$ cat src/flash_boot_pkg.sv
`default_nettype none

package flash_boot_pkg;

   // Data path
   localparam int word_w = 32;                 // System word
   localparam int bytes_per_word = word_w / 8;

   // Flash side
   localparam int flash_addr_w = 24;           // 3-byte addressing

   // Bus side
   localparam int wb_addr_w = 32;              // Byte address

   // Length of one boot transfer in words
   localparam int count_w = 16;

   // Standard single-wire read, no dummy cycles
   localparam logic [7:0] cmd_read = 8'h03;

endpackage

`default_nettype wire

$ cat src/boot_fifo.sv
`default_nettype none

module boot_fifo import flash_boot_pkg::*; #(
   parameter int fifo_depth = 8
) (
   input  logic              clk,
   input  logic              arst_n,
   input  logic              push,
   input  logic [word_w-1:0] push_data,
   input  logic              pop,
   output logic              full,
   output logic              empty,
   output logic [word_w-1:0] pop_data
);

   localparam int aw = $clog2(fifo_depth);

   logic [word_w-1:0] mem [fifo_depth];
   logic [aw:0]       wr_ptr;                  // Extra MSB marks the lap
   logic [aw:0]       rd_ptr;

   assign empty = (wr_ptr == rd_ptr);
   assign full = (wr_ptr[aw] != rd_ptr[aw]) && (wr_ptr[aw-1:0] == rd_ptr[aw-1:0]);

   // Head word shown without a pop
   assign pop_data = mem[rd_ptr[aw-1:0]];

   always_ff @(posedge clk or negedge arst_n) begin
      if (!arst_n) begin
         wr_ptr <= '0;
         rd_ptr <= '0;
      end else begin
         if (push) begin
            wr_ptr <= wr_ptr + 1'b1;
         end
         if (pop) begin
            rd_ptr <= rd_ptr + 1'b1;
         end
      end
   end

   always_ff @(posedge clk) begin
      if (push) begin
         mem[wr_ptr[aw-1:0]] <= push_data;
      end
   end

   a_no_overflow: assert property (@(posedge clk) disable iff (!arst_n)
      push |-> !full);

   a_no_underflow: assert property (@(posedge clk) disable iff (!arst_n)
      pop |-> !empty);

endmodule

`default_nettype wire

$ cat src/flash_boot_top.sv
`default_nettype none

module flash_boot_top import flash_boot_pkg::*; #(
   parameter int sck_div = 2,
   parameter int fifo_depth = 8
) (
   input  logic                      clk,
   input  logic                      arst_n,
   input  logic                      start,
   input  logic [flash_addr_w-1:0]   flash_addr,
   input  logic [count_w-1:0]        word_count,
   input  logic [wb_addr_w-1:0]      mem_base,
   output logic                      busy,
   output logic                      done,
   output logic                      spi_sck,
   output logic                      spi_cs_n,
   output logic                      spi_mosi,
   input  logic                      spi_miso,
   output logic                      wb_cyc,
   output logic                      wb_stb,
   output logic                      wb_we,
   output logic [wb_addr_w-1:0]      wb_adr,
   output logic [word_w-1:0]         wb_dat_w,
   output logic [bytes_per_word-1:0] wb_sel,
   input  logic                      wb_ack
);

   logic              start_req;
   logic              push;
   logic [word_w-1:0] push_data;
   logic              full;
   logic              empty;
   logic              pop;
   logic [word_w-1:0] pop_data;

   // Reader can go idle before the writer drains, so qualify here
   assign start_req = start && !busy;

   spi_flash_reader #(
      .sck_div    (sck_div)
   ) i_spi_flash_reader (
      .clk        (clk),
      .arst_n     (arst_n),
      .start      (start_req),
      .flash_addr (flash_addr),
      .word_count (word_count),
      .spi_miso   (spi_miso),
      .full       (full),
      .spi_sck    (spi_sck),
      .spi_cs_n   (spi_cs_n),
      .spi_mosi   (spi_mosi),
      .push       (push),
      .push_data  (push_data)
   );

   boot_fifo #(
      .fifo_depth (fifo_depth)
   ) i_boot_fifo (
      .clk        (clk),
      .arst_n     (arst_n),
      .push       (push),
      .push_data  (push_data),
      .pop        (pop),
      .full       (full),
      .empty      (empty),
      .pop_data   (pop_data)
   );

   wb_boot_writer i_wb_boot_writer (
      .clk        (clk),
      .arst_n     (arst_n),
      .start      (start_req),
      .mem_base   (mem_base),
      .word_count (word_count),
      .empty      (empty),
      .pop_data   (pop_data),
      .wb_ack     (wb_ack),
      .pop        (pop),
      .wb_cyc     (wb_cyc),
      .wb_stb     (wb_stb),
      .wb_we      (wb_we),
      .wb_adr     (wb_adr),
      .wb_dat_w   (wb_dat_w),
      .wb_sel     (wb_sel),
      .busy       (busy),
      .done       (done)
   );

endmodule

`default_nettype wire

$ cat src/spi_flash_reader.sv
`default_nettype none

module spi_flash_reader import flash_boot_pkg::*; #(
   parameter int sck_div = 2
) (
   input  logic                    clk,
   input  logic                    arst_n,
   input  logic                    start,
   input  logic [flash_addr_w-1:0] flash_addr,
   input  logic [count_w-1:0]      word_count,
   input  logic                    spi_miso,
   input  logic                    full,
   output logic                    spi_sck,
   output logic                    spi_cs_n,
   output logic                    spi_mosi,
   output logic                    push,
   output logic [word_w-1:0]       push_data
);

   localparam int div_w = (sck_div > 1) ? $clog2(sck_div) : 1;
   localparam int tx_w = 8 + flash_addr_w;     // Opcode plus address

   localparam logic [2:0] st_idle   = 3'd0;
   localparam logic [2:0] st_cmd    = 3'd1;
   localparam logic [2:0] st_addr   = 3'd2;
   localparam logic [2:0] st_data   = 3'd3;
   localparam logic [2:0] st_hold   = 3'd4;   // Word ready, waiting on FIFO
   localparam logic [2:0] st_finish = 3'd5;

   logic [2:0]         state;
   logic [div_w-1:0]   div_cnt;
   logic [4:0]         bit_cnt;                // Wraps once per 32 bits
   logic [tx_w-1:0]    tx_sr;
   logic [7:0]         rx_byte;
   logic [word_w-1:0]  word_sr;
   logic [count_w-1:0] words_left;
   logic               shifting;
   logic               tick;
   logic               rise;
   logic               fall;

   assign shifting = (state == st_cmd) || (state == st_addr) || (state == st_data);
   assign tick = shifting && (div_cnt == div_w'(sck_div - 1));
   assign rise = tick && !spi_sck;
   assign fall = tick && spi_sck;

   assign spi_mosi = tx_sr[tx_w-1];            // MSB first
   assign push = (state == st_hold) && !full;
   assign push_data = word_sr;

   always_ff @(posedge clk or negedge arst_n) begin
      if (!arst_n) begin
         state <= st_idle;
         div_cnt <= '0;
         bit_cnt <= '0;
         tx_sr <= '0;
         words_left <= '0;
         spi_sck <= 1'b0;
         spi_cs_n <= 1'b1;
      end else begin
         div_cnt <= (shifting && !tick) ? div_cnt + 1'b1 : '0;
         if (tick) begin
            spi_sck <= !spi_sck;
         end
         case (state)
            st_idle: begin
               if (start && (word_count != '0)) begin
                  state <= st_cmd;
                  spi_cs_n <= 1'b0;
                  tx_sr <= {cmd_read, flash_addr};
                  words_left <= word_count;
                  bit_cnt <= '0;
               end
            end
            st_cmd, st_addr, st_data: begin
               if (fall) begin                     // End of one bit
                  bit_cnt <= bit_cnt + 1'b1;
                  tx_sr <= {tx_sr[tx_w-2:0], 1'b0};
                  if (state == st_cmd && bit_cnt == 5'd7) begin
                     state <= st_addr;
                  end else if (state == st_addr && bit_cnt == 5'd31) begin
                     state <= st_data;
                  end else if (state == st_data && bit_cnt == 5'd31) begin
                     state <= st_hold;             // SCK is low from here
                  end
               end
            end
            st_hold: begin
               if (!full) begin
                  words_left <= words_left - 1'b1;
                  if (words_left == count_w'(1)) begin
                     state <= st_finish;
                     spi_cs_n <= 1'b1;
                  end else begin
                     state <= st_data;
                  end
               end
            end
            st_finish: state <= st_idle;           // One cycle of deselect
            default: state <= st_idle;
         endcase
      end
   end

   // Receive path, bytes land little-endian in the word
   always_ff @(posedge clk) begin
      if (rise && state == st_data) begin
         rx_byte <= {rx_byte[6:0], spi_miso};
      end
      if (fall && state == st_data && bit_cnt[2:0] == 3'd7) begin
         word_sr <= {rx_byte, word_sr[word_w-1:8]};
      end
   end

   a_cs_idle: assert property (@(posedge clk) disable iff (!arst_n)
      (state == st_idle) |-> spi_cs_n);

   a_push_full: assert property (@(posedge clk) disable iff (!arst_n)
      push |-> !full);

endmodule

`default_nettype wire

$ cat src/wb_boot_writer.sv
`default_nettype none

module wb_boot_writer import flash_boot_pkg::*; (
   input  logic                      clk,
   input  logic                      arst_n,
   input  logic                      start,
   input  logic [wb_addr_w-1:0]      mem_base,
   input  logic [count_w-1:0]        word_count,
   input  logic                      empty,
   input  logic [word_w-1:0]         pop_data,
   input  logic                      wb_ack,
   output logic                      pop,
   output logic                      wb_cyc,
   output logic                      wb_stb,
   output logic                      wb_we,
   output logic [wb_addr_w-1:0]      wb_adr,
   output logic [word_w-1:0]         wb_dat_w,
   output logic [bytes_per_word-1:0] wb_sel,
   output logic                      busy,
   output logic                      done
);

   logic [count_w-1:0] words_left;
   logic               accepted;

   assign accepted = wb_stb && wb_ack;
   assign pop = accepted;                      // Head leaves with the ack
   assign wb_we = wb_stb;                      // Write only
   assign wb_sel = {bytes_per_word{wb_stb}};

   always_ff @(posedge clk or negedge arst_n) begin
      if (!arst_n) begin
         busy <= 1'b0;
         done <= 1'b0;
         wb_cyc <= 1'b0;
         wb_stb <= 1'b0;
         words_left <= '0;
      end else begin
         done <= 1'b0;
         if (!busy) begin
            if (start) begin
               if (word_count == '0) begin
                  done <= 1'b1;                // Nothing to copy
               end else begin
                  busy <= 1'b1;
                  words_left <= word_count;
               end
            end
         end else if (!wb_cyc) begin
            if (!empty) begin
               wb_cyc <= 1'b1;
               wb_stb <= 1'b1;
            end
         end else if (wb_ack) begin
            wb_cyc <= 1'b0;
            wb_stb <= 1'b0;
            words_left <= words_left - 1'b1;
            if (words_left == count_w'(1)) begin
               busy <= 1'b0;
               done <= 1'b1;
            end
         end
      end
   end

   // Address and data, held for the whole transfer
   always_ff @(posedge clk) begin
      if (!busy && start) begin
         wb_adr <= mem_base;
      end else if (accepted) begin
         wb_adr <= wb_adr + wb_addr_w'(bytes_per_word);
      end
      if (busy && !wb_cyc && !empty) begin
         wb_dat_w <= pop_data;
      end
   end

   a_stb_in_cyc: assert property (@(posedge clk) disable iff (!arst_n)
      wb_stb |-> wb_cyc);

   a_req_stable: assert property (@(posedge clk) disable iff (!arst_n)
      (wb_stb && !wb_ack) |=> ($stable(wb_adr) && $stable(wb_dat_w)));

endmodule

`default_nettype wire
$ cat config.mk
export PLATFORM = sky130hd
export DESIGN_NAME = flash_boot_top
export DESIGN_NICKNAME = d
export VERILOG_FILES = /design/src/flash_boot_pkg.sv /design/src/boot_fifo.sv /design/src/flash_boot_top.sv /design/src/spi_flash_reader.sv /design/src/wb_boot_writer.sv
export SDC_FILE = /design/constraint.sdc
export NUM_CORES = 1
export LEC_CHECK = 0
export BUFFER_PORTS_ARGS = -buffer_cell sky130_fd_sc_hd__buf_4
export CORE_MARGIN = 2
export CORE_UTILIZATION = 50
export CTS_CLUSTER_SIZE = 25
export DETAILED_ROUTE_END_ITERATION = 16
export HOLD_SLACK_MARGIN = 0.02
export PLACE_DENSITY = 0.69
export SYNTH_ARGS = -nofsm -noshare
export SYNTH_HDL_FRONTEND = slang
export SYNTH_SLANG_ARGS = --single-unit
$ cat constraint.sdc
create_clock -name clk -period 6.5 [get_ports clk]
set_input_delay 0.65 -clock clk [delete_from_list [all_inputs] [get_ports clk]]
set_output_delay 0.65 -clock clk [all_outputs]
set_load 0.005 [all_outputs]
# [Yosys cells after proc, flatten, opt, wreduce, memory -nomap -nowiden]
# Memories as Yosys holds them, arrays and structs flattened. A register that Yosys moved wholly into a read port is not among the register bits.
# Cells that the tools add are included.
[totals] register_bits=159 mem_bits_rw=256 in_bits=77 elab_cells=136 n_memories=1
[classes] add_sub_neg=7 n_eq_ne=22 mux=49 n_reduce_logical=40
[mem_list] memory="i_boot_fifo.mem" depth=8 width=32 read_ports=1 rd_ports_with_merged_regs=1 wr=1 line_no="boot_fifo.sv:18" source="logic [word_w-1:0] mem [fifo_depth];"
[ops] op="$mux 32" count=4
[ops] op="$mux 16" count=7
[ops] op="$pmux 32 s2" count=1
[ops] op="$add 32x3->32 const B" count=1
[ops] op="$eq 16x1->1 const B" count=2
[ops] op="$pmux 16 s2" count=1
[ops] op="$sub 16x1->16 const B" count=2
[ops] op="$mux 1" count=24
[ops] op="$mux 3" count=7
[ops] op="$logic_and 1x1->1" count=18
[ops] op="$logic_not 16->1" count=1
[ops] op="$reduce_bool 16->1" count=1
[ops] op="$reduce_and 4->1" count=3
[ops] op="$mux 5" count=2
[ops] op="$ne 2x2->1 const B" count=5
[ops] op="$pmux 5 s2" count=1
[ops] op="$pmux 3 s3" count=1
[ops] op="$reduce_and 3->1" count=3
[ops] op="$add 4x1->4 const B" count=2
[ops] op="$ne 2x1->1 const B" count=4
[ops] op="$reduce_bool 2->1" count=4
[ops] op="$eq 3x2->1 const B" count=2
[ops] op="$eq 3x3->1 const B" count=2
[ops] op="$logic_not 1->1" count=6
[ops] op="other kinds (13)" count=14

# [Depth between registers and ports, before layout]
[logic_depth] depth_word=7 depth_mapped=9

# [Hierarchy]
# Synthesis repeated with hierarchy kept, for this count alone.
[unflattened] hier_cells=1150 hier_area_um2=18894.4
[by_module_without_submodules] mod="boot_fifo" instances=1 cells_each=414 area_per_inst_um2=10264.8 seq_area_each_um2=7887.6
[by_module_without_submodules] mod="spi_flash_reader" instances=1 cells_each=350 area_per_inst_um2=4410.5 seq_area_each_um2=2678.8
[by_module_without_submodules] mod="wb_boot_writer" instances=1 cells_each=385 area_per_inst_um2=4205.3 seq_area_each_um2=2422.3
[by_module_without_submodules] mod="flash_boot_top" instances=1 cells_each=1 area_per_inst_um2=13.8 seq_area_each_um2=0.0

# [Least setup slack after synthesis]
# Ideal clock, no wire load.
[synth_timing] path_kind="register to register" from="register i_spi_flash_reader.state[0]" to="memory i_boot_fifo.mem[0][0] (enable)" setup_time_ns=0.501 arrival_ns=4.509 path_slack_ns=1.490 stages_incl_launch_ff=7 cell_sequence="dfrtp_1 > buf_6 > or3b_1 > buf_6 > a41o_1 > buf_2 > nor4_1"
[synth_via] elab_chain_len=4
[synth_lines] item="start: declaration" line_no="spi_flash_reader.sv:30" source="logic [2:0] state;"
[synth_lines] item="start signal: assignment" line_no="spi_flash_reader.sv:53" source="state <= st_idle;"
[synth_lines] item="start signal: assignment" line_no="spi_flash_reader.sv:68" source="state <= st_cmd;"
[synth_lines] item="start signal: assignment" line_no="spi_flash_reader.sv:80" source="state <= st_addr;"
[synth_lines] item="$eq 3x3->1" line_no="spi_flash_reader.sv:48" source="assign push = (state == st_hold) && !full;"
[synth_lines] item="$logic_and 1x1->1" line_no="spi_flash_reader.sv:48"
[synth_lines] item="$mux 1" line_no="boot_fifo.sv:43" source="if (push) begin"
[synth_lines] item="$mux 1 (not written as such)" line_no="boot_fifo.sv:44" source="mem[wr_ptr[aw-1:0]] <= push_data;"
[synth_lines] item="end: declaration" line_no="boot_fifo.sv:18"
# No other way between the ends.

# [Worst setup path in the final report]
[layout_timing] from="register i_spi_flash_reader.state[2]" to="register i_spi_flash_reader.word_sr[3], in the netlist i_spi_flash_reader.push_data[3] (enable)"
[layout_via] elab_chain_len=7 elab_cells_between_ends=9
[layout_lines] item="$eq 3x1->1 or $eq 3x2->1 (tied branches)" line_no="spi_flash_reader.sv:42" source="assign shifting = (state == st_cmd) || (state == st_addr) || (state == st_data);"
[layout_lines] item="$logic_or 1x1->1 (2 in a row)" line_no="spi_flash_reader.sv:42"
[layout_lines] item="$logic_and 1x1->1" line_no="spi_flash_reader.sv:43" source="assign tick = shifting && (div_cnt == div_w'(sck_div - 1));"
[layout_lines] item="$logic_and 1x1->1" line_no="spi_flash_reader.sv:45" source="assign fall = tick && spi_sck;"
[layout_lines] item="$logic_and 1x1->1 (*) (2 in a row)" line_no="spi_flash_reader.sv:110" source="if (fall && state == st_data && bit_cnt[2:0] == 3'd7) begin"
[layout_lines] item="end signal: assignment" line_no="spi_flash_reader.sv:111" source="word_sr <= {rx_byte, word_sr[word_w-1:8]};"
[layout_lines] item="end: declaration" line_no="spi_flash_reader.sv:35" source="logic [word_w-1:0] word_sr;"
# Every way passes the cells marked *; elsewhere a longest branch is shown, timed or not.
# A chain may end at the register's enable or synchronous reset.

==> impl_metrics.py <==
metrics = {
    "min_path": {
        "hp-class": "input port to asynchronous set/reset pin",
    },
    "clock_tree": {
        "clock_path_buffers": 3,
        "clk_pin_slew_ns": 0.06,
        "postCtsHoldBufs": 0,
        "h-tree-depth": 2,
        "cts_setup_buffers": 0,
        "clock-sinks": 447,
        "tritoncts": "built",
        "clkLatencyLatePin_ns": 0.55,
        "cts_buffers": 46,
        "cts_resized": 0,
        "root_buffer": "clkbuf_16",
    },
    "global_route": {
        "grt_usage_pct": 19.6,
        "grt_overflow": 0,
        "grt_start_max_net_pins": 68,
        "antenna_found_initial": 0,
        "grt_pass1_vias": 10600,
        "grt_pass1_wl_mm": 58.9,
    },
    "power_and_ir_drop": {
        "p_comb_share_pct": 1.1,
        "switchingPower_mw": 1.10,
        "powerDensity_nw_per_um2": 269,
        "power_frac_seq_pct": 52.7,
        "swShare_pct": 19.0,
        "ir_drop_uv": 181,
        "power_frac_clock_pct": 46.2,
        "p_int_mw": 4.71,
        "p_leak_nw": 7.46,
    },
    "synthesis": {
        "synth-adder-area-share_pct": 0.679,
        "synth_cell_types": 69,
        "yosys.area_share.simple_pct": 7.87,
        "syn_nets": 1248,
        "avgSynthCellArea_um2": 15.9,
        "netlist_top_cells_count": "edfxtp_1, nand2_1, o21ai_0, dfrtp_1, mux4_2",
        "synthMuxAreaShare_pct": 11.4,
        "synth_enable_flop_cells": 360,
        "synthArstFlopShare_pct": 19.5,
        "synth_most_common_cell": "edfxtp_1",
        "synth-xor-area-share_pct": 1.81,
        "synth_ff_type": "edfxtp_1",
        "synth_compound_area_share_pct": 5.73,
        "yosysSeqAreaShare_pct": 70.5,
        "synth_seq_cells": 447,
        "synth_top_family_by_area": "multiplexers",
        "syn-cell-area_um2": 18400,
        "synth_warnings": 0,
        "synth_top_area_share_pct": 58.7,
        "ys_top_cells_by_area": "edfxtp_1, dfrtp_1, mux4_2",
        "synthCells": 1161,
        "synth_area_leader_cell": "edfxtp_1",
    },
    "die": {
        "die_h_um": 196,
        "die_w_um": 196,
        "dieArea_um2": 38400,
        "ios": 153,
        "num_rows": 70,
        "core_um2": 36400,
        "initial_core_util_pct": 50.6,
    },
    "setup_path": {
        "crit_chain": "o21ba_2 -> and3_1 -> and4_2",
        "criticalPathCategory": "flip-flop to flip-flop",
        "startpoint_type": "flip-flop",
        "crit_path_end_kind": "flip-flop",
        "critical_path_arrival_ns": 3.79,
        "required_ns": 6.67,
        "crit_slowest_cell": "and4_2",
        "cp_slowest_stage_delay_ns": 0.96,
        "critPathMaxFanout": 32,
        "crit_family": "simple AND/OR/NAND/NOR gates",
        "path_buf_inv": 0,
    },
    "route": {
        "drt_iter0_drc": 861,
        "wl_mm": 37.1,
        "vias": 10400,
        "drcViolationCount": 0,
        "dr.pass1.iters": 5,
        "drtAntennaViolNets": 0,
        "viasPerCell": 5.76,
        "wire_per_inst_um": 20.5,
    },
    "sta": {
        "fmax_mhz": 277,
        "finalCritPeriodShare_pct": 55.6,
        "worst_slew_pin_slew_ns": 1.10,
        "hold_viol": 0,
        "min_period_ns": 3.62,
        "setup_viol": 0,
        "fin_setup_tns_ns": 0,
        "rsz0062_at_grt": "false",
        "fin_ws_ns": 2.88,
        "relSlewSlack_pct": 26.2,
        "finClkSkew_ns": 0.0119,
        "slew_violations": 0,
    },
    "placement": {
        "place.gp.congestion": 0.862,
        "io_buffer_count": 152,
        "dp_hpwl_mm": 22.1,
        "dpl_worst_slack_ns": 2.88,
    },
    "finish": {
        "antenna_cells": 0,
        "drive_gt1_share_pct": 27.0,
        "syn2layout_area_growth_pct": 17.1,
        "layout.nets": 1398,
        "nFillCells": 2757,
    },
    "outcome": {
        "status": "complete, no violations",
    },
    "run": {
        "drv_cap": 0,
    },
}
worst register-to-register path: cells and delay by family (launching register included):
kind,cells,cell delay [ns]
simple gates,2,1.70
compound gates,1,0.93
flops,1,0.60
power by group through the flow:
stage | combinational [mW] | clock, mW | sequential [mW]
3_5_place_dp | 0.0654 | 0 | 3.12
3_3_place_gp | 0.0652 | 0 | 3.12
5_1_grt | 0.0709 | 2.85 | 3.06
2_1_floorplan | 0.0109 | 0 | 3.12
6_report | 0.0646 | 2.68 | 3.06
4_1_cts | 0.0654 | 2.74 | 3.06
kinds of logic after synthesis:
logic type | Yosys count
AO/OA/AOI/OAI | 168
XOR/XNOR | 38
adder cells (fa/ha/maj) | 10
buffers and inverters | 79
flip-flops | 447
multiplexers | 126
AND/OR/NAND/NOR | 293
worst paths after layout:
kind / cells past startpoint / slack [ns] / to / start
worst max-delay path: 3 / 2.88 / i_spi_flash_reader.push_data[3] / i_spi_flash_reader.state[2]
worst min-delay path: 1 / 0.04 / i_wb_boot_writer.words_left[12] / arst_n
worst max register to register: 3 / 2.88 / i_spi_flash_reader.push_data[3] / i_spi_flash_reader.state[2]
worst min register to register: 0 / 0.43 / i_spi_flash_reader.push_data[31] / i_spi_flash_reader.rx_byte[7]
max in group asynchronous: 2 / 5.38 / i_spi_flash_reader.tx_sr[13] / arst_n
min in group clk: 1 / 0.28 / i_spi_flash_reader.rx_byte[0] / spi_miso
registers in the layout (all words and copies together), names as in the netlist:
register,flops
i_spi_flash_reader.spi_cs_n,1
i_wb_boot_writer.wb_adr,32
i_spi_flash_reader.spi_sck,1
i_boot_fifo.mem,256
i_spi_flash_reader.state,3
i_wb_boot_writer.busy,1
i_wb_boot_writer.wb_cyc,1
i_wb_boot_writer.wb_stb,1
i_wb_boot_writer.done,1
i_boot_fifo.rd_ptr,4
i_wb_boot_writer.words_left,16
i_spi_flash_reader.tx_sr,32
i_spi_flash_reader.push_data,32
i_spi_flash_reader.div_cnt,1
i_spi_flash_reader.bit_cnt,5
i_spi_flash_reader.words_left,16
i_wb_boot_writer.wb_dat_w,32
i_boot_fifo.wr_ptr,4
i_spi_flash_reader.rx_byte,8
per-stage QoR:
| step | util (%) | power (mW) | instances | cell area (um^2) | hold WS [ns] |
|---|---|---|---|---|---|
| floorplan | - | 3.13 | 1161 | 18400 | 0.354 |
| global placement | 55.0 | 3.19 | 1731 | 20000 | 0.402 |
| detailed placement | 55.0 | 3.19 | 1731 | 20000 | 0.417 |
| CTS | 59.2 | 5.87 | 1811 | 21600 | 0.0348 |
| global route | 59.2 | 5.98 | 1811 | 21600 | 0.0610 |
| finish | 59.2 | 5.81 | 1811 | 21600 | 0.0372 |
metal layers:
metal | global-route usage [%] | vias to the layer above | routed length [um]
met2 | 31.8 | 250 | 18200
li1 | - | 4808 | -
met4 | 5.58 | 0 | 818
met5 | 0 | - | 0
met1 | 27.9 | 5311 | 16600
met3 | 3.09 | 64 | 1470
placed cells by master (no fill, tap or decap), drive strengths merged, types with 16 or more instances in the layout:
cell type | netlist | layout
xnor2 | 18 | 18
buf | 29 | 169
nor2 | 44 | 44
clkinv | 0 | 16
nand4 | 16 | 16
mux2 | 36 | 36
nand3 | 24 | 24
xor2 | 20 | 20
clkbuf | 38 | 50
nor3 | 24 | 24
mux4 | 64 | 64
nand2 | 118 | 118
o21ai | 90 | 90
mux2i | 26 | 26
dfrtp | 86 | 86
edfxtp | 360 | 360
a21oi | 22 | 22
final cells by class:
class                      count  area, um^2  area share, %
multi-input combinational    635        5140           23.8
tap                          468         586           2.71
sequential                   447       13000           60.2
clock buffer                  50        1170           5.41
clock inverter                30         370           1.72
timing repair buffer         169        1270           5.88
inverter                      12        45.0          0.209
(Power assumes the default switching activity.)
